--- config.mk ---
export PLATFORM = sky130hd
export DESIGN_NAME = reset_sequencer
export DESIGN_NICKNAME = d
export VERILOG_FILES = /design/src/source/harness_pkg.sv /design/src/source/reset_sequencer.sv
export SDC_FILE = /design/constraint.sdc
export NUM_CORES = 1
export LEC_CHECK = 0
export BUFFER_PORTS_ARGS = -buffer_cell sky130_fd_sc_hd__buf_2
export CELL_PAD_IN_SITES_DETAIL_PLACEMENT = 1
export CELL_PAD_IN_SITES_GLOBAL_PLACEMENT = 2
export CORE_AREA = 2 2 39 41
export DETAILED_ROUTE_END_ITERATION = 10
export DIE_AREA = 0 0 41 43
export HOLD_SLACK_MARGIN = 0.02
export PLACE_DENSITY_LB_ADDON = 0.15
export SLEW_MARGIN = 20
export SYNTH_ARGS = -nofsm -noshare
export SYNTH_HDL_FRONTEND = slang
export SYNTH_SLANG_ARGS = --single-unit
--- constraint.sdc ---
create_clock -name clk -period 1.6 [get_ports clk]
set_input_delay 0.08 -clock clk [delete_from_list [all_inputs] [get_ports clk]]
set_output_delay 0.08 -clock clk [all_outputs]
set_load 0.02 [all_outputs]
--- src/source/harness_pkg.sv ---
package harness_pkg;

  // UART bit period in clk cycles
  localparam int CLKS_PER_BIT = 8;
  localparam int BIT_CNT_W = $clog2(CLKS_PER_BIT);

  localparam int CMD_W = 32;

  // Program memory, word addressed
  localparam int MEM_ADDR_W = 12;
  localparam int MEM_WORDS = 1 << MEM_ADDR_W;

  // Core reset release delay
  localparam int RELEASE_CYCLES = 16;
  localparam int REL_CNT_W = $clog2(RELEASE_CYCLES + 1);

  typedef enum logic [3:0] {
    OP_WRITE_LO     = 4'h1,
    OP_WRITE_HI     = 4'h2,
    OP_READ         = 4'h3,
    OP_HOLD_CORE    = 4'h4,
    OP_RELEASE_CORE = 4'h5
  } cmd_op_e;

  // Command layout, MSB first
  typedef struct packed {
    cmd_op_e               op;
    logic [MEM_ADDR_W-1:0] addr;
    logic [15:0]           imm;
  } cmd_fields_t;

  // Receivers fill raw, the controller reads f
  typedef union packed {
    logic [CMD_W-1:0] raw;
    cmd_fields_t      f;
  } cmd_word_u;

  typedef struct packed {
    logic      valid;
    cmd_word_u word;
  } cmd_strobe_t;

  // Half-word write into program memory
  typedef struct packed {
    logic                  valid;
    logic [MEM_ADDR_W-1:0] addr;
    logic                  hi;
    logic [15:0]           data16;
  } mem_wr_t;

  // Wishbone classic, core side
  typedef struct packed {
    logic        cyc;
    logic        stb;
    logic        we;
    logic [31:0] addr;
    logic [31:0] wdata;
  } wb_req_t;

  typedef struct packed {
    logic        ack;
    logic [31:0] rdata;
  } wb_rsp_t;

endpackage

--- src/source/reset_sequencer.sv ---
`timescale 1ns/1ps

module reset_sequencer (
  input  logic clk,
  input  logic reset_i,
  input  logic hold_i,
  input  logic release_i,
  output logic core_reset_o
);

  import harness_pkg::*;

  // Nonzero while a release is counting down
  logic [REL_CNT_W-1:0] cnt_q;

  always_ff @(posedge clk) begin
    if (reset_i) begin
      core_reset_o <= 1'b1;
      cnt_q        <= '0;
    end else if (hold_i) begin
      // Hold wins and cancels any countdown
      core_reset_o <= 1'b1;
      cnt_q        <= '0;
    end else if (release_i) begin
      cnt_q <= REL_CNT_W'(RELEASE_CYCLES);
    end else if (cnt_q != '0) begin
      cnt_q <= cnt_q - 1'b1;
      if (cnt_q == REL_CNT_W'(1)) core_reset_o <= 1'b0;
    end
  end

endmodule

Yosys cells after proc, flatten, opt, wreduce, memory -nomap -nowiden
Index checks and enable logic that the tools add are counted.
Operators by class
  bitwise logic cells: 1
  $add $sub $neg: 1
  reductions and logical operators: 5
  multiplexer cells: 2
  equality and inequality tests: 1
Operators by type and width (number)
  2-to-1 mux 5 bit: 2
  equality test 5 x 1 -> 1 bit, second input constant: 1
  nonzero test 5 bit: 1
  subtractor 5 x 1 -> 5 bit, second input constant: 1
  AND reduction 3 bit: 1
  OR reduction 3 bit: 1
  nonzero test 2 bit: 1
  OR reduction 2 bit: 1
  inverter 1 bit: 1
Storage, ports and cells
  input port bits: 4
  bits in registers: 6
  word-level logic and storage cells: 13
  output and inout bits: 1

Logic depth before layout (Yosys ltp)
  depth after elaboration: 3
  gate-level depth with buffers: 5

Worst setup path before layout
Ideal clock, no wire load.
  path kind: register -> register
  from: reg cnt_q[0]
  to: reg cnt_q[0]
  clock period less this slack: 1.361 ns
  setup slack: 0.239 ns
  library setup time: 0.115 ns
  cell stages (with the launch flop): 6
  arrival: 1.246 ns
  buffers on the path: 0
  data required time: 1.485 ns
  cell sequence: dfxtp_1 inv_1 ha_1 or4b_4 xnor2_1 nor2_1
On the way
  cells in the longest elaborated chain, start to end: 1
  elaborated cells on any way between the ends: 2
Ends and longest elaborated chain
  from (decl): line reset_sequencer.sv:14  | logic [REL_CNT_W-1:0] cnt_q;
  from (signal assigned): line reset_sequencer.sv:25  | cnt_q <= REL_CNT_W'(RELEASE_CYCLES);
  from (signal assigned): line reset_sequencer.sv:27  | cnt_q <= cnt_q - 1'b1;
  subtractor 5 x 1 -> 5 bit / nonzero test 5 bit (equally long branches): line reset_sequencer.sv:27, reset_sequencer.sv:26
Several ways; a longest one is shown, not always the timed one.
A chain may end at the register's enable or synchronous reset.

Worst setup path in the final report
Same ends and word-level chain as after synthesis.

==> results.txt <==
NumNets Final -> 46
I/O pins -> 5
Hold WS -> 132 ps
clk root buf -> clkbuf_4
Fin Setup TNS -> 0 ps
peak supply drop -> 0.331 mV
unrepaired setup endpoints after global routing -> no
final non-filler cell area -> 364 sq um
critical path cell sequence -> inv_1, ha_1, or4b_4, xnor2_1, nor2_1
cell count after placement -> 49
DRC -> 0
final cell count without fillers -> 54
post-synthesis sequential area ratio -> 42.7%
Slew Limit Fails -> 0
internal reg-to-reg setup slack -> 130 ps
pwr dens -> 923 nW/um^2
# diodes -> 0
CTS Sinks -> 6
Area Overhead vs Synth -> 29.3%
Final period util -> 92.2%
number of port buffers -> 4
Skew-Pair Late Insertion Delay -> 240 ps
Yosys top cell area share -> 42.7%
Synth Register Bits -> 6
min-delay worst type -> in -> reg
Worst path max stage delay -> 520 ps
RePlAce Congestion -> 0.668
row cnt -> 14
largest net degree at the start of global routing -> 6
element type at the critical path start -> register
maxcap violations -> 0
Final Setup Violations -> 0
status -> finished clean
Period minus WS final -> 1470 ps
Core ar. -> 1380 sq um
slew margin rel. -> 85.5%
Clock Skew -> 4.51 ps
worst-margin pin slew -> 215 ps
pre-CTS WS -> 109 ps
number of vias per cell -> 4.46
DIE AREA -> 1760 sq um
vias in the first global route -> 275
Worst Path Buf+Inv -> 1
cts hold-fix bufs -> 2
total gr overflow -> 0
Worst-path clk slew -> 50 ps
hold_sp -> release_i
gr usage total -> 10.7%
post_cts resized -> 0
CP Capture Type -> register
share of cells above drive strength 1 -> 26.3%
CP max-delay cell -> or4b_4
final worst setup slack -> 125 ps
Synth Instances -> 29
synth warn -> 0
Power Total -> 0.336 mW
Routed Antenna Nets -> 0
CP required -> 1730 ps
Post-Syn Area per Cell -> 9.71 sq um
CTS tree -> done
Synth cell types -> 15
DRT Pass-1 Iters -> 3
Worst Hold Depth -> 3
Setup CP Type -> reg -> reg
Post-DP Area -> 322 sq um
Leak -> 0.138 nW
Cell Area, Synth -> 282 sq um
utilization after layout -> 26.3%
CTS Buf Count -> 3
CTS H-tree lvls -> 1
Synth area leaders -> dfxtp_1 (43%), xnor2_1 (9.3%), ha_1 (8.9%)
Die Ht -> 43 um
detailed-route via count -> 241
Hold Path End -> cnt_q[4]
# Post-CTS Setup Buffers -> 0
crit path DAT -> 1610 ps
CTS Buffer Depth -> 2
maximum net fanout on the critical path -> 4
capturing point of the worst reg2reg path -> cnt_q[0]
Post-Syn Nets -> 35
Worst R2R Path Depth -> 5
leading area contributor after synthesis -> dfxtp_1
first-pass GRT wire length -> 1.15 mm
reg2reg start -> cnt_q[0]
Die Span X -> 41 um
initial antenna violation count -> 0
Initial Util -> 20.3%
final hold violation count -> 0
WL final -> 623 um
Max Freq -> 678 MHz
HPWL after DPL -> 520 um
CP delay by family, top -> simple AND/OR/NAND/NOR gates
DR iter-0 viols -> 1
WL per Instance -> 11.5 um
==> where the power goes <==
part	internal [mW]	leakage, nW	switching (mW)
Clock	0.0847	0.0138	0.0518
Sequential	0.154	0.0487	0.00389
Combinational	0.0233	0.0758	0.0185
==> Yosys cell counts <==
library cell	count
or4b_4	1
or3b_2	1
or4b_1	1
nand2_1	1
nand2b_1	1
a21oi_1	1
dfxtp_1	6
nor2_1	5
nor3_1	2
xnor2_1	3
ha_1	2
o31ai_1	1
inv_1	2
or3_1	1
a211oi_2	1
==> cells by family after synthesis <==
family / Yosys count / share of synthesized area [%]
compound gates: 3 / 8.89
fa+ha+maj: 2 / 8.89
xor+xnor: 3 / 9.34
simple gates: 13 / 27.6
buf+inv: 2 / 2.67
flops: 6 / 42.7
==> cells in the final DEF, fill, tap and decap left out, types with 2 or more instances in the layout <==
master,netlist,final
dlygate4sd3_1,0,2
buf_2,0,4
inv_1,2,2
clkbuf_4,0,3
dfxtp_1,6,6
xnor2_1,3,3
nor3_1,2,2
ha_1,2,2
nor2_1,5,5
==> worst max path at each step <==
stage / start / end / slack (ps) / depth (start not counted)
finish: cnt_q[0] / cnt_q[0] / 130 / 5
global route: cnt_q[1] / cnt_q[0] / 20 / 5
CTS: cnt_q[1] / cnt_q[1] / 100 / 4
detailed placement: cnt_q[1] / cnt_q[1] / 110 / 4
global placement: cnt_q[0] / cnt_q[0] / 130 / 5
floorplan: cnt_q[0] / cnt_q[0] / 240 / 5
==> tightest hold or removal path, stage by stage <==
cell and delay [ps]:
buf_2 100, a21oi_1 40, nor3_1 110
==> sequential cells by signal, summed over array words and instances (netlist names) <==
register / cells
core_reset_o: 1
cnt_q: 5
==> final cells by class <==
cell class              instances  area (sq um)
clock buffers                   3          22.5
fillers                       169          1020
inverters                       2          7.51
multi-input cells              21           154
flip-flops and latches          6           120
well taps                      16          20.0
repair buffers                  6          40.0
==> routing by layer <==
metal,track usage [%],up-vias,part of all wire (%)
li1,-,120,-
met1,9.68,117,39
met2,16.3,2,55
met3,4.71,2,3.2
met4,10.0,0,2.6
met5,0,-,0
No activity file was read; power rests on OpenSTA's default activity.
