<file path="src/source/harness_pkg.sv">
package harness_pkg;

  // UART bit period in clk cycles
  localparam int CLKS_PER_BIT = 8;
  localparam int BIT_CNT_W = $clog2(CLKS_PER_BIT);

  localparam int CMD_W = 32;

  // Program memory, word addressed
  localparam int MEM_ADDR_W = 12;
  localparam int MEM_WORDS = 1 << MEM_ADDR_W;

  // Core reset release delay
  localparam int RELEASE_CYCLES = 16;
  localparam int REL_CNT_W = $clog2(RELEASE_CYCLES + 1);

  typedef enum logic [3:0] {
    OP_WRITE_LO     = 4'h1,
    OP_WRITE_HI     = 4'h2,
    OP_READ         = 4'h3,
    OP_HOLD_CORE    = 4'h4,
    OP_RELEASE_CORE = 4'h5
  } cmd_op_e;

  // Command layout, MSB first
  typedef struct packed {
    cmd_op_e               op;
    logic [MEM_ADDR_W-1:0] addr;
    logic [15:0]           imm;
  } cmd_fields_t;

  // Receivers fill raw, the controller reads f
  typedef union packed {
    logic [CMD_W-1:0] raw;
    cmd_fields_t      f;
  } cmd_word_u;

  typedef struct packed {
    logic      valid;
    cmd_word_u word;
  } cmd_strobe_t;

  // Half-word write into program memory
  typedef struct packed {
    logic                  valid;
    logic [MEM_ADDR_W-1:0] addr;
    logic                  hi;
    logic [15:0]           data16;
  } mem_wr_t;

  // Wishbone classic, core side
  typedef struct packed {
    logic        cyc;
    logic        stb;
    logic        we;
    logic [31:0] addr;
    logic [31:0] wdata;
  } wb_req_t;

  typedef struct packed {
    logic        ack;
    logic [31:0] rdata;
  } wb_rsp_t;

endpackage

</file>
<file path="src/source/uart_cmd_rx.sv">
`timescale 1ns/1ps

module uart_cmd_rx (
  input  logic                     clk,
  input  logic                     reset_i,
  input  logic                     rx_i,
  output harness_pkg::cmd_strobe_t cmd_o
);

  import harness_pkg::*;

  typedef enum logic [1:0] {
    S_IDLE,
    S_START,
    S_DATA,
    S_STOP
  } state_e;

  state_e               state_q;
  logic                 rx_meta_q;
  logic                 rx_q;
  logic [BIT_CNT_W-1:0] clk_cnt_q;
  logic [2:0]           bit_cnt_q;
  logic [1:0]           byte_cnt_q;
  logic [7:0]           byte_q;
  logic [23:0]          low_bytes_q;
  logic                 tick;
  logic                 sample_bit;
  logic                 byte_done;

  // Line idles high
  always_ff @(posedge clk) begin
    if (reset_i) begin
      rx_meta_q <= 1'b1;
      rx_q      <= 1'b1;
    end else begin
      rx_meta_q <= rx_i;
      rx_q      <= rx_meta_q;
    end
  end

  assign tick       = (clk_cnt_q == BIT_CNT_W'(CLKS_PER_BIT - 1));
  assign sample_bit = (state_q == S_DATA) && tick;
  assign byte_done  = (state_q == S_STOP) && tick && rx_q;

  always_ff @(posedge clk) begin
    if (reset_i) begin
      state_q    <= S_IDLE;
      clk_cnt_q  <= '0;
      bit_cnt_q  <= '0;
      byte_cnt_q <= '0;
    end else begin
      case (state_q)
        S_IDLE: begin
          clk_cnt_q <= '0;
          bit_cnt_q <= '0;
          if (!rx_q) state_q <= S_START;
        end
        S_START: begin
          // Recheck the start bit at its middle
          if (clk_cnt_q == BIT_CNT_W'(CLKS_PER_BIT / 2 - 1)) begin
            clk_cnt_q <= '0;
            state_q   <= rx_q ? S_IDLE : S_DATA;
          end else begin
            clk_cnt_q <= clk_cnt_q + 1'b1;
          end
        end
        S_DATA: begin
          clk_cnt_q <= tick ? '0 : clk_cnt_q + 1'b1;
          if (tick) begin
            bit_cnt_q <= bit_cnt_q + 1'b1;
            if (bit_cnt_q == 3'd7) state_q <= S_STOP;
          end
        end
        default: begin
          clk_cnt_q <= tick ? '0 : clk_cnt_q + 1'b1;
          if (tick) begin
            state_q <= S_IDLE;
            // Framing error drops the partial word
            byte_cnt_q <= rx_q ? byte_cnt_q + 1'b1 : 2'd0;
          end
        end
      endcase
    end
  end

  // Bytes arrive LSB first, least significant byte first
  always_ff @(posedge clk) begin
    if (sample_bit) byte_q <= {rx_q, byte_q[7:1]};
    if (byte_done) low_bytes_q <= {byte_q, low_bytes_q[23:8]};
    if (byte_done) cmd_o.word.raw <= {byte_q, low_bytes_q};
    cmd_o.valid <= byte_done && (byte_cnt_q == 2'd3);
    if (reset_i) cmd_o.valid <= 1'b0;
  end

endmodule

</file>
<file path="config.mk">
export PLATFORM = sky130hd
export DESIGN_NAME = uart_cmd_rx
export DESIGN_NICKNAME = d
export VERILOG_FILES = /design/src/source/harness_pkg.sv /design/src/source/uart_cmd_rx.sv
export SDC_FILE = /design/constraint.sdc
export NUM_CORES = 1
export LEC_CHECK = 0
export ABC_AREA = 1
export BUFFER_PORTS_ARGS = -buffer_cell sky130_fd_sc_hd__buf_2
export CAP_MARGIN = 10
export CORE_MARGIN = 10
export CORE_UTILIZATION = 53
export DETAILED_ROUTE_END_ITERATION = 7
export PLACE_DENSITY = 0.77
export SYNTH_ARGS = -nofsm -noshare
export SYNTH_HDL_FRONTEND = slang
export SYNTH_SLANG_ARGS = --single-unit
</file>
<file path="constraint.sdc">
create_clock -name clk -period 3.2 [get_ports clk]
set_clock_uncertainty 0.15 [all_clocks]
set_input_delay 0.64 -clock clk [delete_from_list [all_inputs] [get_ports clk]]
set_output_delay 0.64 -clock clk [all_outputs]
set_load 0.1 [all_outputs]
</file>
# == Yosys cells after proc, flatten, opt, wreduce, memory -nomap -nowiden ==
# Cells that the tools add are included.
# classes
n_addsub,3
n_eq_ne,11
n_mux,13
bitwise_logic,1
reduce_logical,11
# ops
cell,count
2-bit two-way mux,7
3-bit one-hot mux with 2 select lines,2
3-bit two-way mux,3
3-bit by 1-bit adder with 3-bit output (second input constant),2
2-bit == test (second input constant),3
3-bit == test (second input constant),2
2-bit != test (second input constant),3
2-bit one-hot mux with 3 select lines,1
5-bit AND reduction,1
1-bit logical AND,4
2-bit AND reduction,2
3-bit by 2-bit == test with 1-bit output (second input constant),1
3-bit nonzero test,1
3-bit OR reduction,1
2-bit by 1-bit adder with 2-bit output (second input constant),1
2-bit by 1-bit == test with 1-bit output (second input constant),1
2-bit zero test,1
2-bit by 1-bit != test with 1-bit output (second input constant),1
2-bit nonzero test,1
1-bit NOT,1
# totals
register_bits,77
inputBits,3
word_cells,49

# == Logic depth before layout (Yosys ltp) ==
# Gate-level depths: netlist of run 1.
# depth
depth_word,4
ltp_mapped,9
mapped_depth_nobuf,9

# == Worst setup path before layout of run 1 ==
# Ideal clock, no wire load.
# synth_timing
path_kind,reg-to-reg
from,reg clk_cnt_q[0]
to,"reg cmd_o[0] in the netlist's numbering, enable pin"
setup_ps,397
t_arrival_ps,1728
t_required_ps,2653
setup_slack_ps,924
path_stages_with_launch,5
cell_sequence,dfxtp_1 > ha_1 > ha_1 > nand3_2 > nor2_2
# synth_between
elab_chain_len,3
# synth_lines
item,line,source
start: declaration,uart_cmd_rx.sv:22,logic [BIT_CNT_W-1:0] clk_cnt_q;
start signal: assignment,uart_cmd_rx.sv:65,clk_cnt_q <= clk_cnt_q + 1'b1;
start signal: assignment,uart_cmd_rx.sv:69,clk_cnt_q <= tick ? '0 : clk_cnt_q + 1'b1;
start signal: assignment,uart_cmd_rx.sv:76,clk_cnt_q <= tick ? '0 : clk_cnt_q + 1'b1;
3-bit == test,uart_cmd_rx.sv:42,assign tick = (clk_cnt_q == BIT_CNT_W'(CLKS_PER_BIT - 1));
1-bit logical AND (2 in series),uart_cmd_rx.sv:44,assign byte_done = (state_q == S_STOP) && tick && rx_q;
net byte_done,uart_cmd_rx.sv:29,logic byte_done;
end: declaration,uart_cmd_rx.sv:7,output harness_pkg::cmd_strobe_t cmd_o
# The timed path passes the listed nets, and every way through them passes these cells.
# A chain may end at the register's enable or synchronous reset.

# == Worst setup path after layout of run 1 ==
# layout_timing
from,reg clk_cnt_q[0]
to,"reg cmd_o[14] in the netlist's numbering, enable pin"
# The elaborated chain is that of the path after synthesis.

==> results of run 1 <==
[power by group]
part | total, mW | leakage, nW | switching, mW | internal [mW]
registers | 0.769 | 0.465 | 0.0224 | 0.747
clock network | 0.449 | 0.0558 | 0.203 | 0.246
logic | 0.135 | 0.336 | 0.0878 | 0.0473
[logic make-up (layout without fill, tap and decap cells)]
logic type | count (synthesis) | after routing
AOI/OAI and AO/OA | 10 | 10
buffers and inverters | 14 | 56
and+or+nand+nor | 35 | 35
adders and majority gates | 8 | 8
DFF | 53 | 53
[area by class of cell]
| class | count | area [µm²] | share of cell area, % |
|---|---|---|---|
| repair buffers | 36 | 183 | 8.36 |
| flip-flops and latches | 53 | 1460 | 66.9 |
| well taps | 46 | 57.6 | 2.63 |
| multi-input cells | 53 | 332 | 15.2 |
| inverters | 12 | 45.0 | 2.06 |
| clock buffers | 5 | 37.5 | 1.72 |
| clock inverters | 3 | 68.8 | 3.15 |
[flip-flops by register name, summed over array words and instances, names as in the netlist]
register and count:
clk_cnt_q 3, byte_q 8, rx_q 1, cmd_o 33
state_q 2, bit_cnt_q 3, rx_meta_q 1, byte_cnt_q 2
[worst reg2reg max path, cell delays in order (launching register included)]
cell and delay [ps]:
dfxtp_1 360, ha_1 220, ha_1 240, nand3_2 130, nor2_2 520, buf_4 390
[cell usage after synthesis]
cell type / n / share of area, %
nand3_2: 3 / 1.6
o21ai_1: 3 / 0.81
or2_2: 2 / 0.68
edfxtp_1: 40 / 65
ha_1: 8 / 5.4
nor2_4: 1 / 0.61
inv_1: 10 / 2.0
nand3_1: 5 / 1.4
a21oi_1: 7 / 1.9
inv_2: 2 / 0.41
dfxtp_1: 13 / 14
nor2_1: 5 / 1.0
clkbuf_1: 1 / 0.20
nand2_1: 13 / 2.6
or2_0: 1 / 0.34
nand2_2: 2 / 0.68
buf_6: 1 / 0.61
nor3_1: 2 / 0.54
nor2_2: 1 / 0.34
[worst paths after layout]
kind / startpoint / to / slack [ps] / cells after the start
hold / removal: rx_meta_q$_SDFF_PP1_ / rx_q$_SDFF_PP1_ / 280 / 1
hold reg to reg: rx_meta_q$_SDFF_PP1_ / rx_q$_SDFF_PP1_ / 280 / 1
setup reg to reg: clk_cnt_q[0]$_SDFF_PP0_ / cmd_o[14]$_DFFE_PP_ / 890 / 5
setup / recovery: clk_cnt_q[0]$_SDFF_PP0_ / cmd_o[14]$_DFFE_PP_ / 890 / 5
[through the flow]
step	utilization (%)	cells	power [mW]	worst slack, ps	area (µm²)
after floorplan	-	120	0.901	924	1850
after global placement	61.8	200	0.907	993	2080
after detailed placement	61.8	200	0.920	920	2080
after CTS	65.0	208	1.37	875	2180
after global routing	65.0	208	1.41	711	2180
final	65.0	208	1.35	887	2180
[metal layers]
metal / GRT usage [%] / share of wire [%]
met5: 0 / 0
met3: 5.52 / 8.1
met2: 16.1 / 49
met1: 10.3 / 41
met4: 4.30 / 1.8
==> impl_metrics.py, run 1 <==
metrics = {
    "setup_path": {
        "path_max_fanout": 22,
        "arrival_ps": 2230,
        "worstSetupStartpointType": "flip-flop",
        "worstPathBufferInverterCount": 1,
        "crit_chain": "ha_1 > ha_1 > nand3_2 > nor2_2 > buf_4",
        "cpLargestDelayFamily": "simple AND/OR/NAND/NOR gates",
        "end_kind": "flip-flop",
        "cp_slowest_cell": "nor2_2",
        "cp.required_ps": 3120,
        "cp_common_cell": "ha_1",
        "cpPeakStageDelay_ps": 520,
        "critPathKind": "flip-flop to flip-flop",
    },
    "global_routing": {
        "grt_overflow_total": 0,
        "grt_max_degree": 23,
        "antenna_found_initial": 0,
        "grt_pass1_wl_um": 4780,
        "grt.total_usage_pct": 9.90,
        "first_global_vias": 946,
    },
    "cts": {
        "insertion_delay_ps": 370,
        "postCtsSetupBuffers": 0,
        "cts.clk_slew.worst_paths_ps": 150,
        "cts_buffers": 5,
        "cts_sinks": 53,
        "cts_hold_buf": 0,
        "cts_root_buf": "clkbuf_4",
        "cts_tree": "yes",
        "clock_path_buffers": 2,
        "ctsResizeCount": 0,
        "htreeDepth": 2,
    },
    "routing": {
        "drt-initial-drc-count": 59,
        "via_per_inst": 4.79,
        "ant_nets": 0,
        "vias": 997,
        "wl_per_cell_um": 14.3,
        "wl_um": 2980,
        "dr.pass1.iters": 4,
        "drc": 0,
    },
    "layout": {
        "layout.nets": 172,
        "antenna-diode-count": 0,
        "mostFrequentLayoutCells": "edfxtp_1 (40), buf_2 (35), nand2_1 (13), dfxtp_1 (13), inv_1 (10)",
        "layout-drive-gt1-share_pct": 34.0,
        "nFillCells": 263,
        "area_growth_pct": 17.9,
        "final_common_cell": "edfxtp_1",
    },
    "synth": {
        "yosysWarnings": 0,
        "postSynthCellCount": 120,
        "synth-seq-cells": 53,
        "synth_nets": 131,
        "syn_area_per_cell_um2": 15.4,
        "synth_cell_types": 19,
        "synth_compound_area_share_pct": 2.70,
        "synth.cell_area_mm2": 0.00185,
        "synth-xor-area-share_pct": 0,
        "synthAdderAreaFrac_pct": 5.40,
        "synthMuxAreaShare_pct": 0,
        "synth_top_family_by_area": "simple AND/OR/NAND/NOR gates",
        "yosysSeqAreaShare_pct": 78.9,
        "synth-simple-area-share_pct": 9.79,
    },
    "sta": {
        "slew_viol_final": 0,
        "rsz0062_at_grt": "no",
        "worst_pin_slew_ps": 626,
        "layout_min_cycle_time_ps": 2310,
        "relSlewSlack_pct": 58.2,
        "finalHoldViolCount": 0,
        "timing.final.crit_share_pct": 72.3,
        "whs_ps": 280,
        "fmax_ghz": 0.432,
        "setup_viol": 0,
        "finalSetupTns_ps": 0,
    },
    "floorplan": {
        "coreArea_mm2": 0.00336,
        "initial_utilization_pct": 55.1,
        "die_h_um": 79.1,
        "fp.dieW_um": 79.1,
        "num_io_pins": 36,
        "placement_rows": 21,
        "dieArea_mm2": 0.00626,
    },
    "placement": {
        "routabilityCongestion": 0.772,
        "post-dp-hpwl_um": 2260,
        "portBuffers": 35,
    },
    "power_and_ir_drop": {
        "ir_worst_vdd_uv": 259,
        "p_leak_nw": 0.857,
        "powerDensity_mw_per_mm2": 620,
    },
    "worst_hold_path": {
        "hold_path.class": "flip-flop to flip-flop",
    },
    "run": {
        "maxCapViolCount": 0,
    },
    "run_status": {
        "status": "finished clean",
    },
}
Power figures use the tool's default switching activity.
==> run 2: changes to the inputs <==
Settings changed: CORE_UTILIZATION 53 to 48, PLACE_DENSITY 0.77 to 0.74.
Clock period 3.2 ns to 2.1 ns, I/O delays scaled along.
==> impl_metrics.py, run 2 (synthesis gave the netlist of run 1 again) <==
metrics = {
    "floorplan": {
        "fp.dieW_um": 82.1,
        "dieArea_mm2": 0.00675,
        "placement_rows": 22,
        "die_h_um": 82.1,
        "num_io_pins": 36,
        "initial_utilization_pct": 50.2,
        "coreArea_mm2": 0.00369,
    },
    "routing": {
        "ant_nets": 0,
        "drc": 0,
        "dr.pass1.iters": 3,
        "wl_um": 2950,
        "vias": 1010,
        "wl_per_cell_um": 14.1,
        "drt-initial-drc-count": 68,
        "via_per_inst": 4.81,
    },
    "layout": {
        "final_common_cell": "edfxtp_1",
        "mostFrequentLayoutCells": "edfxtp_1 (40), buf_2 (35), nand2_1 (13), dfxtp_1 (13), inv_1 (10)",
        "top_regs": "cmd_o: 33 flops, byte_q: 8 flops",
        "antenna-diode-count": 0,
        "layout.nets": 172,
        "area_growth_pct": 18.4,
        "final_area_mm2": 0.00219,
        "nFillCells": 288,
        "largest_register_ffs": 33,
        "regMostFlops": "cmd_o",
        "final_cells": 210,
        "layout-drive-gt1-share_pct": 34.0,
    },
    "placement": {
        "routabilityCongestion": 0.782,
        "place_inst": 202,
        "post-dp-hpwl_um": 2300,
        "dpl-instance-area_mm2": 0.00210,
        "portBuffers": 35,
        "place_ws_ps": 323,
    },
    "sta": {
        "timing.final.crit_share_pct": 85.3,
        "layout_min_cycle_time_ps": 1790,
        "worst_pin_slew_ps": 493,
        "rsz0062_at_grt": "no",
        "relSlewSlack_pct": 67.3,
        "fmax_ghz": 0.558,
        "finalHoldViolCount": 0,
        "setup_ws_ps": 309,
        "slew_viol_final": 0,
        "finalSetupTns_ps": 0,
        "setup_viol": 0,
    },
    "run": {
        "maxCapViolCount": 0,
    },
    "global_routing": {
        "antenna_found_initial": 0,
        "grt_max_degree": 35,
        "grt.total_usage_pct": 8.98,
        "grt_pass1_wl_um": 4540,
        "grt_overflow_total": 0,
        "first_global_vias": 961,
    },
    "setup_path": {
        "worstSetupStartpointType": "flip-flop",
        "cpLargestDelayFamily": "adder cells",
        "cp.required_ps": 1950,
        "worstPathBufferInverterCount": 1,
        "cp_slowest_cell": "dfxtp_1",
        "critPathKind": "flip-flop to flip-flop",
        "path_max_fanout": 34,
        "crit_chain": "ha_1 > ha_1 > nand3_2 > nor2_4 > buf_12",
        "arrival_ps": 1640,
        "cpPeakStageDelay_ps": 360,
        "cp_common_cell": "ha_1",
        "end_kind": "flip-flop",
    },
    "power_and_ir_drop": {
        "p_leak_nw": 0.846,
        "powerDensity_mw_per_mm2": 890,
        "p_total_mw": 1.95,
        "comb_power_share_pct": 10.5,
        "seqPwrFrac_pct": 60.2,
        "netSwitchingPower_mw": 0.501,
        "ir_worst_vdd_uv": 420,
        "internal_power_mw": 1.45,
        "switching_share_pct": 25.6,
        "clockPowerShare_pct": 29.3,
    },
    "cts": {
        "insertion_delay_ps": 300,
        "ctsResizeCount": 0,
        "postCtsSetupBuffers": 0,
        "cts_tree": "yes",
        "htreeDepth": 2,
        "cts_buffers": 5,
        "clock_path_buffers": 2,
        "cts.clk_slew.worst_paths_ps": 90,
        "cts_root_buf": "clkbuf_8",
        "cts_sinks": 53,
        "cts_hold_buf": 0,
    },
    "worst_hold_path": {
        "hold_path.class": "input pin to flip-flop",
    },
    "run_status": {
        "status": "finished clean",
    },
}
-- run 2: changes by cell type in the layout (fill, tap and decap cells not counted), sizes merged --
cell      before  now
bufinv         2    0
clkinvlp       0    2
-- run 2: path summary, 6_finish.rpt --
kind                           startpoint                    to  slack [ps]  depth (start not counted)
hold / removal                       rx_i  rx_meta_q$_SDFF_PP1_         150                          2
setup reg to reg  clk_cnt_q[0]$_SDFF_PP0_    cmd_o[7]$_DFFE_PP_         310                          5
setup / recovery  clk_cnt_q[0]$_SDFF_PP0_    cmd_o[7]$_DFFE_PP_         310                          5
hold reg to reg      rx_meta_q$_SDFF_PP1_       rx_q$_SDFF_PP1_         270                          1
-- run 2: layout make-up --
type | count | area [µm²] | area share, %
tap | 48 | 60.1 | 2.74
clock inverter | 3 | 26.3 | 1.20
sequential | 53 | 1460 | 66.6
clock buffer | 5 | 68.8 | 3.14
multi-input combinational | 53 | 337 | 15.3
inverter | 12 | 45.0 | 2.05
timing repair buffer | 36 | 195 | 8.90
-- run 2: routing by layer --
layer	global-route usage, %	part of all wire [%]	vias to the layer above
met5	0	0	-
met4	4.08	1.0	0
met3	3.78	12	4
met2	14.7	47	33
met1	9.99	40	478
li1	-	-	495
-- run 2: stage by stage --
step | hold slack [ps] | utilization [%]
after floorplan | 239 | -
after global routing | 154 | 59.5
final | 148 | 59.5
after detailed placement | 246 | 56.9
after global placement | 247 | 56.9
after CTS | 145 | 59.5
-- run 2: power by group through the flow --
| stage | logic, mW | registers [mW] | clock network, mW |
|---|---|---|---|
| 4_1_cts | 0.205 | 1.18 | 0.591 |
| 5_1_grt | 0.227 | 1.18 | 0.634 |
| 6_report | 0.205 | 1.18 | 0.573 |
| 3_3_place_gp | 0.190 | 1.20 | 0 |
| 2_1_floorplan | 0.193 | 1.18 | 0 |
| 3_5_place_dp | 0.204 | 1.20 | 0 |
-- run 2: worst reg2reg max path, delay by kind of cell (launching register included) --
kind	cells	cell delay, ps
fa+ha+maj	2	480
flops	1	360
simple gates	2	290
buf+inv	1	210
==> run 3: changes to the inputs <==
Settings changed: RECOVER_POWER set to 50.
==> impl_metrics.py, run 3 (synthesis gave the netlist of run 1 again) <==
metrics = {
    "global_routing": {
        "first_global_vias": 961,
        "grt_max_degree": 35,
        "grt.total_usage_pct": 8.98,
        "grt_pass1_wl_um": 4540,
        "antenna_found_initial": 0,
        "grt_overflow_total": 0,
    },
    "placement": {
        "routabilityCongestion": 0.782,
        "portBuffers": 35,
        "dpl-instance-area_mm2": 0.00210,
        "place_inst": 202,
        "post-dp-hpwl_um": 2300,
    },
    "power_and_ir_drop": {
        "p_leak_nw": 0.843,
        "ir_worst_vdd_uv": 420,
        "powerDensity_mw_per_mm2": 883,
    },
    "layout": {
        "regMostFlops": "cmd_o",
        "final_area_mm2": 0.00217,
        "area_growth_pct": 17.4,
        "largest_register_ffs": 33,
        "antenna-diode-count": 0,
        "layout.nets": 172,
        "layout-drive-gt1-share_pct": 31.5,
        "final_common_cell": "edfxtp_1",
        "top_regs": "cmd_o: 33 flops, byte_q: 8 flops",
        "mostFrequentLayoutCells": "edfxtp_1 (40), buf_2 (20), clkbuf_2 (14), nand2_1 (13), dfxtp_1 (13)",
        "final_cells": 210,
    },
    "cts": {
        "clock_path_buffers": 2,
        "cts_tree": "yes",
        "insertion_delay_ps": 300,
        "cts_sinks": 53,
        "postCtsSetupBuffers": 0,
        "ctsResizeCount": 0,
        "htreeDepth": 2,
        "cts_buffers": 5,
        "cts.clk_slew.worst_paths_ps": 90,
        "cts_hold_buf": 0,
        "cts_root_buf": "clkbuf_8",
    },
    "setup_path": {
        "path_max_fanout": 34,
        "cp.required_ps": 1950,
        "cpLargestDelayFamily": "adder cells",
        "worstPathBufferInverterCount": 1,
        "critPathKind": "flip-flop to flip-flop",
        "cpPeakStageDelay_ps": 360,
        "arrival_ps": 1680,
        "worstSetupStartpointType": "flip-flop",
        "cp_common_cell": "ha_1",
        "crit_chain": "ha_1 > ha_1 > nand3_1 > nor2_4 > buf_12",
        "end_kind": "flip-flop",
        "cp_slowest_cell": "dfxtp_1",
    },
    "sta": {
        "timing.final.crit_share_pct": 86.9,
        "fmax_ghz": 0.548,
        "layout_min_cycle_time_ps": 1820,
        "rsz0062_at_grt": "no",
        "relSlewSlack_pct": 63.5,
        "worst_pin_slew_ps": 550,
        "slew_viol_final": 0,
        "setup_viol": 0,
        "finalSetupTns_ps": 0,
        "finalHoldViolCount": 0,
    },
    "routing": {
        "wl_um": 2960,
        "dr.pass1.iters": 4,
        "via_per_inst": 4.74,
        "drc": 0,
        "vias": 995,
        "drt-initial-drc-count": 67,
        "wl_per_cell_um": 14.1,
        "ant_nets": 0,
    },
    "run": {
        "maxCapViolCount": 0,
    },
    "floorplan": {
        "initial_utilization_pct": 50.2,
        "num_io_pins": 36,
        "coreArea_mm2": 0.00369,
        "fp.dieW_um": 82.1,
        "die_h_um": 82.1,
        "placement_rows": 22,
        "dieArea_mm2": 0.00675,
    },
    "worst_hold_path": {
        "hold_path.class": "input pin to flip-flop",
    },
    "run_status": {
        "status": "finished clean",
    },
}
[run 3: cell count changes in the layout (fill, tap and decap cells not counted), sizes merged]
| cell | previous run | this run |
|---|---|---|
| buf | 36 | 21 |
| clkbuf | 5 | 20 |
[run 3: per-stage QoR]
| stage | power [mW] | hold slack (ps) | setup slack, ps | utilization [%] |
|---|---|---|---|---|
| floorplan | 1.37 | 239 | 181 | - |
| global placement | 1.39 | 247 | 427 | 56.9 |
| detailed placement | 1.40 | 246 | 323 | 56.9 |
| CTS | 1.97 | 145 | 300 | 59.5 |
| global route | 2.01 | 154 | 135 | 59.0 |
| finish | 1.92 | 148 | 276 | 59.0 |
[run 3: layout make-up]
| type | count | area [µm²] |
|---|---|---|
| clock buffers | 5 | 68.8 |
| clock inverters | 3 | 26.3 |
| fillers | 292 | 1510 |
| inverters | 12 | 45.0 |
| multi-input cells | 53 | 319 |
| flip-flops and latches | 53 | 1460 |
| well taps | 48 | 60.1 |
| repair buffers | 36 | 194 |
[run 3: path summary, 6_finish.rpt]
check                          start                    to  slack [ps]  depth (start not counted)
max          clk_cnt_q[0]$_SDFF_PP0_    cmd_o[7]$_DFFE_PP_         280                          5
min                             rx_i  rx_meta_q$_SDFF_PP1_         150                          2
max reg2reg  clk_cnt_q[0]$_SDFF_PP0_    cmd_o[7]$_DFFE_PP_         280                          5
min reg2reg     rx_meta_q$_SDFF_PP1_       rx_q$_SDFF_PP1_         270                          1
[run 3: where the power goes]
group	internal, mW	switching (mW)
Combinational	0.0603	0.116
Sequential	1.14	0.0343
Clock	0.242	0.329
Total	1.44	0.480
[run 3: routing by layer]
metal  wire length [µm]  part of all wire [%]  track usage [%]  up-vias
li1                   -                     -                -      495
met1               1190                    40             9.99      463
met2               1390                    47             14.7       33
met3                353                    12             3.78        4
met4                 29                  0.98             4.08        0
met5                  0                     0                0        -
