## config.mk

```make
export PLATFORM = sky130hd
export DESIGN_NAME = cmd_controller
export DESIGN_NICKNAME = d
export VERILOG_FILES = /design/src/source/harness_pkg.sv /design/src/source/cmd_controller.sv
export SDC_FILE = /design/constraint.sdc
export NUM_CORES = 1
export LEC_CHECK = 0
export ABC_CLOCK_PERIOD_IN_PS = 1450
export BUFFER_PORTS_ARGS = -buffer_cell sky130_fd_sc_hd__buf_2
export CORE_UTILIZATION = 25
export DETAILED_ROUTE_END_ITERATION = 6
export PLACE_DENSITY = 0.61
export SLEW_MARGIN = 10
export SYNTH_ARGS = -nofsm -noshare
export SYNTH_HDL_FRONTEND = slang
export SYNTH_SLANG_ARGS = --single-unit
```

## constraint.sdc

```tcl
create_clock -name clk -period 1.45 [get_ports clk]
set_input_delay 0.29 -clock clk [delete_from_list [all_inputs] [get_ports clk]]
set_output_delay 0.29 -clock clk [all_outputs]
set_load 0.05 [all_outputs]
```

## src/source/harness_pkg.sv

```systemverilog
package harness_pkg;

  // UART bit period in clk cycles
  localparam int CLKS_PER_BIT = 8;
  localparam int BIT_CNT_W = $clog2(CLKS_PER_BIT);

  localparam int CMD_W = 32;

  // Program memory, word addressed
  localparam int MEM_ADDR_W = 12;
  localparam int MEM_WORDS = 1 << MEM_ADDR_W;

  // Core reset release delay
  localparam int RELEASE_CYCLES = 16;
  localparam int REL_CNT_W = $clog2(RELEASE_CYCLES + 1);

  typedef enum logic [3:0] {
    OP_WRITE_LO     = 4'h1,
    OP_WRITE_HI     = 4'h2,
    OP_READ         = 4'h3,
    OP_HOLD_CORE    = 4'h4,
    OP_RELEASE_CORE = 4'h5
  } cmd_op_e;

  // Command layout, MSB first
  typedef struct packed {
    cmd_op_e               op;
    logic [MEM_ADDR_W-1:0] addr;
    logic [15:0]           imm;
  } cmd_fields_t;

  // Receivers fill raw, the controller reads f
  typedef union packed {
    logic [CMD_W-1:0] raw;
    cmd_fields_t      f;
  } cmd_word_u;

  typedef struct packed {
    logic      valid;
    cmd_word_u word;
  } cmd_strobe_t;

  // Half-word write into program memory
  typedef struct packed {
    logic                  valid;
    logic [MEM_ADDR_W-1:0] addr;
    logic                  hi;
    logic [15:0]           data16;
  } mem_wr_t;

  // Wishbone classic, core side
  typedef struct packed {
    logic        cyc;
    logic        stb;
    logic        we;
    logic [31:0] addr;
    logic [31:0] wdata;
  } wb_req_t;

  typedef struct packed {
    logic        ack;
    logic [31:0] rdata;
  } wb_rsp_t;

endpackage

```

## src/source/cmd_controller.sv

```systemverilog
`timescale 1ns/1ps

module cmd_controller (
  input  logic                               clk,
  input  logic                               reset_i,
  input  harness_pkg::cmd_strobe_t           uart_cmd_i,
  input  harness_pkg::cmd_strobe_t           spi_cmd_i,
  input  logic                               core_reset_i,
  output harness_pkg::mem_wr_t               mem_wr_o,
  output logic                               rd_en_o,
  output logic [harness_pkg::MEM_ADDR_W-1:0] rd_addr_o,
  input  logic [31:0]                        rd_data_i,
  output logic [31:0]                        read_data_o,
  output logic                               hold_o,
  output logic                               release_o
);

  import harness_pkg::*;

  cmd_strobe_t pend_q;
  cmd_strobe_t cur_cmd;
  mem_wr_t     wr_d;
  mem_wr_t     wr_q;
  logic        rd_pend_q;

  // UART first, then the parked SPI word, then a fresh SPI word
  always_comb begin
    if (uart_cmd_i.valid) begin
      cur_cmd = uart_cmd_i;
    end else if (pend_q.valid) begin
      cur_cmd = pend_q;
    end else begin
      cur_cmd = spi_cmd_i;
    end
  end

  // SPI word waits one cycle when the UART takes the slot
  always_ff @(posedge clk) begin
    if (spi_cmd_i.valid) pend_q.word <= spi_cmd_i.word;
    pend_q.valid <= (pend_q.valid && uart_cmd_i.valid) ||
                    (spi_cmd_i.valid && (uart_cmd_i.valid || pend_q.valid));
    if (reset_i) pend_q.valid <= 1'b0;
  end

  always_comb begin
    wr_d        = '0;
    wr_d.addr   = cur_cmd.word.f.addr;
    wr_d.data16 = cur_cmd.word.f.imm;
    rd_addr_o   = cur_cmd.word.f.addr;
    rd_en_o     = 1'b0;
    hold_o      = 1'b0;
    release_o   = 1'b0;
    if (cur_cmd.valid) begin
      case (cur_cmd.word.f.op)
        OP_WRITE_LO: begin
          wr_d.valid = 1'b1;
        end
        OP_WRITE_HI: begin
          wr_d.valid = 1'b1;
          wr_d.hi    = 1'b1;
        end
        OP_READ: begin
          rd_en_o = 1'b1;
        end
        OP_HOLD_CORE: begin
          hold_o = 1'b1;
        end
        OP_RELEASE_CORE: begin
          release_o = 1'b1;
        end
        default: begin
          // Unknown opcodes are ignored
        end
      endcase
    end
  end

  always_ff @(posedge clk) begin
    wr_q <= wr_d;
    if (reset_i) wr_q.valid <= 1'b0;
  end

  // Program memory is only writable while the core is held
  always_comb begin
    mem_wr_o       = wr_q;
    mem_wr_o.valid = wr_q.valid && core_reset_i;
  end

  // Memory answers one cycle after rd_en_o
  always_ff @(posedge clk) begin
    if (reset_i) begin
      rd_pend_q   <= 1'b0;
      read_data_o <= '0;
    end else begin
      rd_pend_q <= rd_en_o;
      if (rd_pend_q) read_data_o <= rd_data_i;
    end
  end

endmodule

```

Word-level counts from Yosys, hierarchy flattened
Cells that the tools add are included.
W data, S select, Z words.
{"block": "word_totals", "register_bits": 96, "latchBits": 0, "ramBits": 0, "rom_bits": 0, "input_bits": 101, "output_inout_bits": 77, "wordCells": 31, "n_memories": 0}
{"block": "classes", "n_addsub": 0, "multipliers": 0, "div": 0, "magnitude_cmp": 0, "eq_ne": 5, "shift": 0, "n_mux": 10, "n_bitwise": 1, "reduce_logical": 7}
{"cell": "$mux W33", "n": 2}
{"cell": "$eq A4 B2 Y1 const B", "n": 2}
{"cell": "$eq A4 B3 Y1 const B", "n": 2}
{"cell": "$mux W1", "n": 8}
{"cell": "$eq A4 B1 Y1 const B", "n": 1}
{"cell": "$reduce_or A2 Y1", "n": 2}
{"cell": "$logic_and A1 B1 Y1", "n": 3}
{"cell": "$logic_or A1 B1 Y1", "n": 2}
{"cell": "$not A1 Y1", "n": 1}

Logic depth before layout (Yosys ltp)
Gate-level depths: netlist (run 1).
{"block": "depth", "word_depth": 5, "depth_mapped": 6, "depth_no_buf": 4}

Least setup slack after synthesis (run 1)
Ideal clock, no wire load.
{"block": "synth_timing", "path_kind": "register to output", "startpoint": "reg pend_q[32] in the netlist's numbering", "endpoint": "out hold_o", "arrival_time_ns": 2.106, "required_ns": 1.160, "path_slack_ns": -0.946, "stages_incl_launch_ff": 6, "n_path_buf": 1, "path_cell_list": "dfxtp_1 > buf_6 > mux2_4 > mux2i_2 > nand2_1 > nor3_1"}
{"block": "synth_via", "elab_chain_cells": 5}
{"element": "start: declaration", "line": "cmd_controller.sv:20", "source": "cmd_strobe_t pend_q;"}
{"element": "$mux W33 *", "line": "cmd_controller.sv:30", "source": "end else if (pend_q.valid) begin"}
{"element": "$mux W33 *", "line": "cmd_controller.sv:28", "source": "if (uart_cmd_i.valid) begin"}
{"element": "$eq A4 B3 Y1", "line": "cmd_controller.sv:54", "source": "case (cur_cmd.word.f.op)"}
{"element": "$mux W1", "line": "cmd_controller.sv:54"}
{"element": "$mux W1 *", "line": "cmd_controller.sv:53", "source": "if (cur_cmd.valid) begin"}
{"element": "end: declaration", "line": "cmd_controller.sv:14", "source": "output logic hold_o,"}
Mark *: on every way between the ends. The rest lies on a longest branch, timed or not.

Final worst setup path (run 1)
Ends and elaborated chain as after synthesis.

==> results of run 1 <==
-- power breakdown --
group / total, uW / internal [uW] / switching (uW)
logic: 1190 / 418 / 767
registers: 3000 / 2950 / 48.2
clock network: 2670 / 1680 / 992
-- synthesized netlist by cell type (all sizes together) --
library cell,instances
nor4,1
mux2,2
nand2,32
o31ai,1
mux2i,63
o21ai,30
buf,53
or3,1
nor3b,1
nor3,3
and2,1
xnor2,1
clkbuf,7
inv,1
a21oi,1
dfxtp,64
nor2,34
nor2b,1
edfxtp,32
-- how the worst max path moves through the flow --
stage	startpoint	endpoint	slack, ns	cells after the start
2_1_floorplan	pend_q[32]	hold_o	-0.41	5
3_3_place_gp	uart_cmd_i[32]	rd_en_o	-0.36	5
3_5_place_dp	uart_cmd_i[32]	rd_en_o	-0.36	5
4_1_cts	pend_q[32]	rd_en_o	-0.55	5
5_1_grt	pend_q[32]	rd_en_o	-0.62	5
6_report	pend_q[32]	hold_o	-0.52	5
-- kinds of logic after synthesis --
| kind of cell | count (synthesis) |
|---|---|
| buf+inv | 61 |
| xor+xnor | 1 |
| simple gates | 74 |
| compound gates | 32 |
| flops | 96 |
| mux | 65 |
-- registers in the layout (all words and copies together) (netlist names) --
signal       count
rd_pend_q        1
pend_q          33
wr_q             1
read_data_o     32
mem_wr_o        29
-- critical path, cell delays in order (launching register included) --
cell,delay (ns)
sky130_fd_sc_hd__dfxtp_4,0.40
sky130_fd_sc_hd__mux2_4,0.32
sky130_fd_sc_hd__mux2i_4,0.18
sky130_fd_sc_hd__inv_2,0.08
sky130_fd_sc_hd__nor3_4,0.19
sky130_fd_sc_hd__buf_6,0.18
-- stage by stage --
stage / cell area (sq um) / worst slack, ns / TNS [ns]
floorplan: 3860 / -0.410 / -1.04
global placement: 4730 / -0.360 / -3.22
detailed placement: 4730 / -0.364 / -3.68
CTS: 5240 / -0.554 / -6.86
global route: 5280 / -0.622 / -7.74
finish: 5280 / -0.523 / -6.18
-- cells in the final DEF, fill, tap and decap left out, types with 2 or more instances in the layout --
master / instances
sky130_fd_sc_hd__dfxtp_1: 62
sky130_fd_sc_hd__buf_2: 162
sky130_fd_sc_hd__nand2_1: 31
sky130_fd_sc_hd__bufinv_16: 3
sky130_fd_sc_hd__buf_6: 11
sky130_fd_sc_hd__nor2_1: 33
sky130_fd_sc_hd__edfxtp_1: 32
sky130_fd_sc_hd__buf_4: 18
sky130_fd_sc_hd__diode_2: 3
sky130_fd_sc_hd__buf_12: 3
sky130_fd_sc_hd__o21ai_0: 17
sky130_fd_sc_hd__o21ai_1: 8
sky130_fd_sc_hd__o21ai_2: 5
sky130_fd_sc_hd__clkbuf_16: 9
sky130_fd_sc_hd__mux2_4: 2
sky130_fd_sc_hd__bufbuf_16: 2
sky130_fd_sc_hd__nor3_4: 3
sky130_fd_sc_hd__mux2i_4: 2
sky130_fd_sc_hd__mux2i_1: 60
-- metal layers --
layer | track usage | wire length, um | vias to the layer above | share of wire
met5 | 0 | 13 | - | 0.0015
met4 | 0.0430 | 165 | 2 | 0.019
met3 | 0.0522 | 766 | 16 | 0.086
met2 | 0.201 | 4460 | 111 | 0.50
met1 | 0.125 | 3490 | 1299 | 0.39
li1 | - | - | 1375 | -
-- area by class of cell --
cell class	instances	share of cell area
Tap cell	184	0.0436
Antenna cell	3	0.00142
Inverter	1	0.000711
Clock inverter	6	0.0204
Multi-Input combinational cell	172	0.236
Sequential cell	96	0.426
Clock buffer	10	0.0434
Timing Repair Buffer	197	0.229
-- what timing repair did --
action,in CTS,in global routing
cloned,2,0
pin swaps,3,0
hold buffers,0,0
resized for setup,43,9
setup endpoints to repair,18,17
setup buffers,1,0
==> metrics.txt, run 1 <==
# TYPE chip_impl_metric gauge
chip_impl_metric{name="detail_route.vias_per_cell",unit=""} 4.19
chip_impl_metric{name="drc",unit=""} 10
chip_impl_metric{name="ir_drop",unit="V"} 0.000482
chip_impl_metric{name="ys_ff_latch",unit=""} 96
chip_impl_metric{name="row_count",unit=""} 44
chip_impl_metric{name="largest_net_degree_at_the_start_of_global_routing",unit=""} 41
chip_impl_info{name="clockRootBuffer",value="sky130_fd_sc_hd__clkbuf_16"} 1
chip_impl_metric{name="detail_route.iter0.violations",unit=""} 108
chip_impl_metric{name="yosysWarningCount",unit=""} 0
chip_impl_metric{name="finalHoldViolCount",unit=""} 0
chip_impl_metric{name="area.sequential",unit="sq um"} 2250
chip_impl_metric{name="synth_sequential_area_ratio",unit=""} 0.589
chip_impl_metric{name="post-place-cells",unit=""} 647
chip_impl_metric{name="die_area",unit="sq um"} 15700
chip_impl_info{name="run_status",value="complete, but fails checks"} 1
chip_impl_metric{name="firstDrtPassIters",unit=""} 7
chip_impl_info{name="worst_r2r_startpoint",value="pend_q[32]"} 1
chip_impl_metric{name="synthesized_area_fraction_occupied_by_adder_cells",unit=""} 0
chip_impl_metric{name="syn_area",unit="sq um"} 3800
chip_impl_metric{name="clkLatencyLatePin",unit="ns"} 0.34
chip_impl_metric{name="dr_total_vias",unit=""} 2803
chip_impl_metric{name="port_buffer_cells",unit=""} 177
chip_impl_info{name="r2r_end",value="rd_pend_q"} 1
chip_impl_info{name="hold_path_startpoint",value="spi_cmd_i[7]"} 1
chip_impl_metric{name="fin_hold_ws",unit="ns"} 0.140
chip_impl_metric{name="synthCells",unit=""} 329
chip_impl_metric{name="post_synth_xor_xnor_area",unit=""} 0.00230
chip_impl_metric{name="design_power_total",unit="uW"} 6860
chip_impl_metric{name="cp_data_required_time",unit="ns"} 1.16
chip_impl_metric{name="dp_hpwl",unit="um"} 6420
chip_impl_info{name="synth_area_leaders",value="sky130_fd_sc_hd__dfxtp_1 (34%), sky130_fd_sc_hd__edfxtp_1 (25%), sky130_fd_sc_hd__mux2i_1 (16%), sky130_fd_sc_hd__buf_4 (8.5%), sky130_fd_sc_hd__o21ai_0 (3.9%)"} 1
chip_impl_metric{name="cp_data_arrival_time",unit="ns"} 1.68
chip_impl_metric{name="finalCoreUtilization",unit=""} 0.359
chip_impl_metric{name="finClkSkew",unit="ns"} 0.00595
chip_impl_metric{name="cts.sink_count",unit=""} 96
chip_impl_metric{name="syn_avg_cell_area",unit="sq um"} 11.6
chip_impl_metric{name="clkSlewWorstSetupHoldPaths",unit="ns"} 0.06
chip_impl_metric{name="fin_crit_sh",unit=""} 1.36
chip_impl_info{name="synth_top_area_cell",value="sky130_fd_sc_hd__dfxtp_1"} 1
chip_impl_metric{name="post_route_minimum_period",unit="ns"} 1.97
chip_impl_info{name="hold_path_end",value="pend_q[7]"} 1
chip_impl_metric{name="detail-route-antenna-nets",unit=""} 0
chip_impl_metric{name="globalplace.congestion",unit=""} 0.712
chip_impl_info{name="cts_tree",value="done"} 1
chip_impl_metric{name="initial_core_util",unit=""} 0.259
chip_impl_metric{name="floorplan.die.height",unit="um"} 125
chip_impl_metric{name="synth_compound_area_frac",unit=""} 0.0428
chip_impl_metric{name="worstMarginPinSlew",unit="ns"} 0.474
chip_impl_metric{name="p_per_area",unit="nW/um^2"} 1300
chip_impl_metric{name="finalSetupViolCount",unit=""} 15
chip_impl_metric{name="wl_per_cell",unit="um"} 13.3
chip_impl_metric{name="clock_tree.buffer_depth",unit=""} 2
chip_impl_metric{name="synth_fp_nets",unit=""} 430
chip_impl_info{name="timing.critical_path.to_type",value="output port"} 1
chip_impl_metric{name="boundaryPins",unit=""} 178
chip_impl_metric{name="filler_cell_count",unit=""} 1480
chip_impl_metric{name="total_cts_buffers",unit=""} 9
chip_impl_metric{name="h-tree-depth",unit=""} 3
chip_impl_metric{name="dieWidth",unit="um"} 125
chip_impl_info{name="critPathKind",value="register to output port"} 1
chip_impl_metric{name="first_pass_grt_wire_length",unit="um"} 14000
chip_impl_metric{name="timing.max_cap.violations",unit=""} 0
chip_impl_metric{name="synthSimpleGateAreaFrac",unit=""} 0.0806
chip_impl_metric{name="final_layout_size_suffix_gt1_frac",unit=""} 0.483
chip_impl_metric{name="cp_max_fo",unit=""} 7
chip_impl_info{name="failed_checks",value="DRC, setup timing"} 1
chip_impl_metric{name="coreArea",unit="sq um"} 14700
chip_impl_metric{name="hold_depth",unit=""} 1
chip_impl_metric{name="first_global_vias",unit=""} 2854
chip_impl_metric{name="gr-total-overflow",unit=""} 0
chip_impl_metric{name="global_route.usage.total",unit=""} 0.116
chip_impl_metric{name="postLayoutSetupSlackWorst",unit="ns"} -0.523
chip_impl_metric{name="initial_antenna_violation_count",unit=""} 4
chip_impl_metric{name="timing.final.max_slew_violations",unit=""} 0
chip_impl_metric{name="fin_cells",unit=""} 669
chip_impl_metric{name="finalNetCount",unit=""} 578
chip_impl_metric{name="relative_slew_slack",unit=""} 0.684
chip_impl_metric{name="synth.mux.area_fraction",unit=""} 0.178
chip_impl_info{name="synth_top_family_by_area",value="multiplexers"} 1
chip_impl_metric{name="synth.distinct_cells",unit=""} 25
chip_impl_metric{name="power.leakage",unit="uW"} 0.00231
chip_impl_info{name="worst_hold_path_type",value="input port to register"} 1
chip_impl_metric{name="fmax",unit="MHz"} 507
chip_impl_metric{name="synth_top_cell_area_share",unit=""} 0.337
chip_impl_metric{name="wl",unit="um"} 8890
chip_impl_metric{name="layout-area-overhead-vs-synth",unit="%"} 38.8
chip_impl_metric{name="r2r.worst_path.cells",unit=""} 5
chip_impl_metric{name="regToRegSetupSlack",unit="ns"} 0.06
chip_impl_metric{name="area_occupied_by_multi_input_gates",unit="sq um"} 1240
chip_impl_info{name="startpoint_type",value="register"} 1
chip_impl_info{name="setup_repair_after_global_routing_missed_its_margin",value="true"} 1
Power figures use the tool's default switching activity.
==> run 2: changes to the inputs <==
--- a/config.mk
+++ b/config.mk
@@ -5,11 +5,11 @@
 export SDC_FILE = /design/constraint.sdc
 export NUM_CORES = 1
 export LEC_CHECK = 0
-export ABC_CLOCK_PERIOD_IN_PS = 1450
+export ABC_CLOCK_PERIOD_IN_PS = 1850
 export BUFFER_PORTS_ARGS = -buffer_cell sky130_fd_sc_hd__buf_2
 export CORE_UTILIZATION = 25
 export DETAILED_ROUTE_END_ITERATION = 6
-export PLACE_DENSITY = 0.61
+export PLACE_DENSITY = 0.59
 export SLEW_MARGIN = 10
 export SYNTH_ARGS = -nofsm -noshare
 export SYNTH_HDL_FRONTEND = slang
==> constraint.sdc (replaced) <==
create_clock -name clk -period 1.85 [get_ports clk]
set_input_delay 0.37 -clock clk [delete_from_list [all_inputs] [get_ports clk]]
set_output_delay 0.37 -clock clk [all_outputs]
set_load 0.05 [all_outputs]
==> metrics.txt, run 2 (same netlist as run 1, synthesis figures left out) <==
# TYPE chip_impl_metric gauge
chip_impl_metric{name="globalplace.congestion",unit=""} 0.731
chip_impl_metric{name="detail-route-antenna-nets",unit=""} 0
chip_impl_metric{name="wl_per_cell",unit="um"} 12.7
chip_impl_info{name="final_common_cell",value="sky130_fd_sc_hd__buf_2"} 1
chip_impl_info{name="cts_tree",value="done"} 1
chip_impl_info{name="critPathLaunch",value="pend_q[32]"} 1
chip_impl_metric{name="use_met1",unit=""} 0.127
chip_impl_info{name="worst_r2r_startpoint",value="pend_q[32]"} 1
chip_impl_metric{name="finalCoreUtilization",unit=""} 0.365
chip_impl_info{name="setup_repair_after_global_routing_missed_its_margin",value="true"} 1
chip_impl_metric{name="postLayoutSetupSlackWorst",unit="ns"} -0.267
chip_impl_metric{name="finalNetCount",unit=""} 592
chip_impl_metric{name="row_count",unit=""} 44
chip_impl_info{name="clockRootBuffer",value="sky130_fd_sc_hd__clkbuf_16"} 1
chip_impl_metric{name="clkLatencyLatePin",unit="ns"} 0.34
chip_impl_metric{name="groute.layer.met2.usage",unit=""} 0.183
chip_impl_info{name="run_status",value="complete, but fails checks"} 1
chip_impl_metric{name="p_per_area",unit="nW/um^2"} 975
chip_impl_metric{name="dp_hpwl",unit="um"} 6230
chip_impl_metric{name="cts.sink_count",unit=""} 96
chip_impl_info{name="hold_path_startpoint",value="spi_cmd_i[9]"} 1
chip_impl_metric{name="floorplan.die.height",unit="um"} 125
chip_impl_metric{name="finalSetupTns",unit="ns"} -2.47
chip_impl_metric{name="ir_drop",unit="V"} 0.000527
chip_impl_metric{name="fin_cells",unit=""} 681
chip_impl_metric{name="clkSlewWorstSetupHoldPaths",unit="ns"} 0.07
chip_impl_metric{name="dieWidth",unit="um"} 125
chip_impl_metric{name="layout-area-overhead-vs-synth",unit="%"} 41.0
chip_impl_metric{name="filler_cell_count",unit=""} 1469
chip_impl_metric{name="cp_data_arrival_time",unit="ns"} 1.75
chip_impl_info{name="startpoint_type",value="register"} 1
chip_impl_metric{name="global_route.usage.total",unit=""} 0.112
chip_impl_metric{name="drc",unit=""} 11
chip_impl_metric{name="wl",unit="um"} 8620
chip_impl_metric{name="coreArea",unit="sq um"} 14700
chip_impl_metric{name="gr-total-overflow",unit=""} 0
chip_impl_metric{name="first_pass_grt_wire_length",unit="um"} 13500
chip_impl_metric{name="total_cts_buffers",unit=""} 9
chip_impl_metric{name="initial_antenna_violation_count",unit=""} 2
chip_impl_info{name="critPathKind",value="register to output port"} 1
chip_impl_metric{name="initial_core_util",unit=""} 0.259
chip_impl_info{name="timing.critical_path.to_type",value="output port"} 1
chip_impl_metric{name="h-tree-depth",unit=""} 3
chip_impl_info{name="grt_most_used_layer",value="met2"} 1
chip_impl_metric{name="finalSetupViolCount",unit=""} 15
chip_impl_metric{name="dr_total_vias",unit=""} 2826
chip_impl_metric{name="first_global_vias",unit=""} 2729
chip_impl_metric{name="fmax",unit="MHz"} 472
chip_impl_metric{name="post-place-cells",unit=""} 647
chip_impl_info{name="most_flops_register",value="pend_q"} 1
chip_impl_metric{name="grt_util_met3",unit=""} 0.0462
chip_impl_metric{name="detail_route.iter0.violations",unit=""} 97
chip_impl_metric{name="port_buffer_cells",unit=""} 177
chip_impl_metric{name="cp_data_required_time",unit="ns"} 1.48
chip_impl_metric{name="largest_reg_flops",unit=""} 33
chip_impl_metric{name="clock_tree.buffer_depth",unit=""} 2
chip_impl_info{name="mostFrequentLayoutCells",value="sky130_fd_sc_hd__buf_2 (162), sky130_fd_sc_hd__dfxtp_1 (62), sky130_fd_sc_hd__mux2i_1 (56), sky130_fd_sc_hd__nor2_1 (33), sky130_fd_sc_hd__edfxtp_1 (32)"} 1
chip_impl_metric{name="relative_slew_slack",unit=""} 0.567
chip_impl_metric{name="detail_route.vias_per_cell",unit=""} 4.15
chip_impl_metric{name="design_power_total",unit="uW"} 5230
chip_impl_metric{name="final_layout_size_suffix_gt1_frac",unit=""} 0.506
chip_impl_metric{name="post_route_minimum_period",unit="ns"} 2.12
chip_impl_metric{name="boundaryPins",unit=""} 178
chip_impl_metric{name="worstMarginPinSlew",unit="ns"} 0.650
chip_impl_metric{name="power.leakage",unit="uW"} 0.00236
chip_impl_info{name="worst_hold_path_type",value="input port to register"} 1
chip_impl_metric{name="finalHoldViolCount",unit=""} 0
chip_impl_info{name="failed_checks",value="DRC, setup timing"} 1
chip_impl_metric{name="timing.final.max_slew_violations",unit=""} 0
chip_impl_metric{name="die_area",unit="sq um"} 15700
chip_impl_metric{name="firstDrtPassIters",unit=""} 7
chip_impl_metric{name="cp_max_fo",unit=""} 7
chip_impl_metric{name="largest_net_degree_at_the_start_of_global_routing",unit=""} 38
chip_impl_metric{name="timing.max_cap.violations",unit=""} 0
chip_impl_metric{name="fin_crit_sh",unit=""} 1.14
chip_impl_metric{name="finClkSkew",unit="ns"} 0.00769
## run 2: timing repair
action | 4_1_cts | 5_1_grt
cloned | 1 | 0
pin swaps | 3 | 4
setup buffers | 6 | 10
hold buffers | 0 | 0
resized for setup | 51 | 17
endpoints found under the setup margin | 15 | 15
## run 2: report_power, final
part,internal (uW),switching (uW),total (uW),leakage (uW)
registers,2310,42.4,2350,0.000841
clock network,1090,819,1910,0.000154
logic,358,608,966,0.00136
total,3760,1470,5230,0.00236
## run 2: cell type report
class                           instances  area (sq um)  share of cell area
Antenna cell                            1          2.50            0.000467
Clock buffer                           12           279              0.0520
Clock inverter                          4          30.0             0.00560
Inverter                                1          3.75            0.000700
Multi-Input combinational cell        172          1270               0.236
Sequential cell                        96          2250               0.419
Tap cell                              184           230              0.0429
Timing Repair Buffer                  211          1300               0.243
## run 2: worst paths after layout
check,to,slack (ns),cells past startpoint
setup / recovery,release_o,-0.27,6
hold / removal,pend_q[9],0.22,1
setup reg to reg,rd_pend_q,0.37,5
hold reg to reg,read_data_o[1],0.49,2
## run 2: layer usage
metal  wire length, um  vias to the layer above
met5                 0                        -
met4               182                        0
met3               658                       18
met2              4110                      105
met1              3670                     1295
li1                  -                     1408
## run 2: critical path, cell delays in order, from the launching register on
cell and delay (ns):
sky130_fd_sc_hd__dfxtp_4 0.40, sky130_fd_sc_hd__mux2_4 0.32, sky130_fd_sc_hd__mux2i_4 0.15, sky130_fd_sc_hd__buf_6 0.13, sky130_fd_sc_hd__nand2_4 0.06, sky130_fd_sc_hd__nor3_4 0.16
sky130_fd_sc_hd__buf_6 0.18
## run 2: through the flow
step	worst slack [ns]	instance area (sq um)	hold slack, ns
floorplan	-0.121	3850	0.469
global route	-0.347	5360	0.197
finish	-0.267	5360	0.218
detailed placement	-0.142	4710	0.481
CTS	-0.307	5220	0.196
global placement	-0.110	4710	0.468
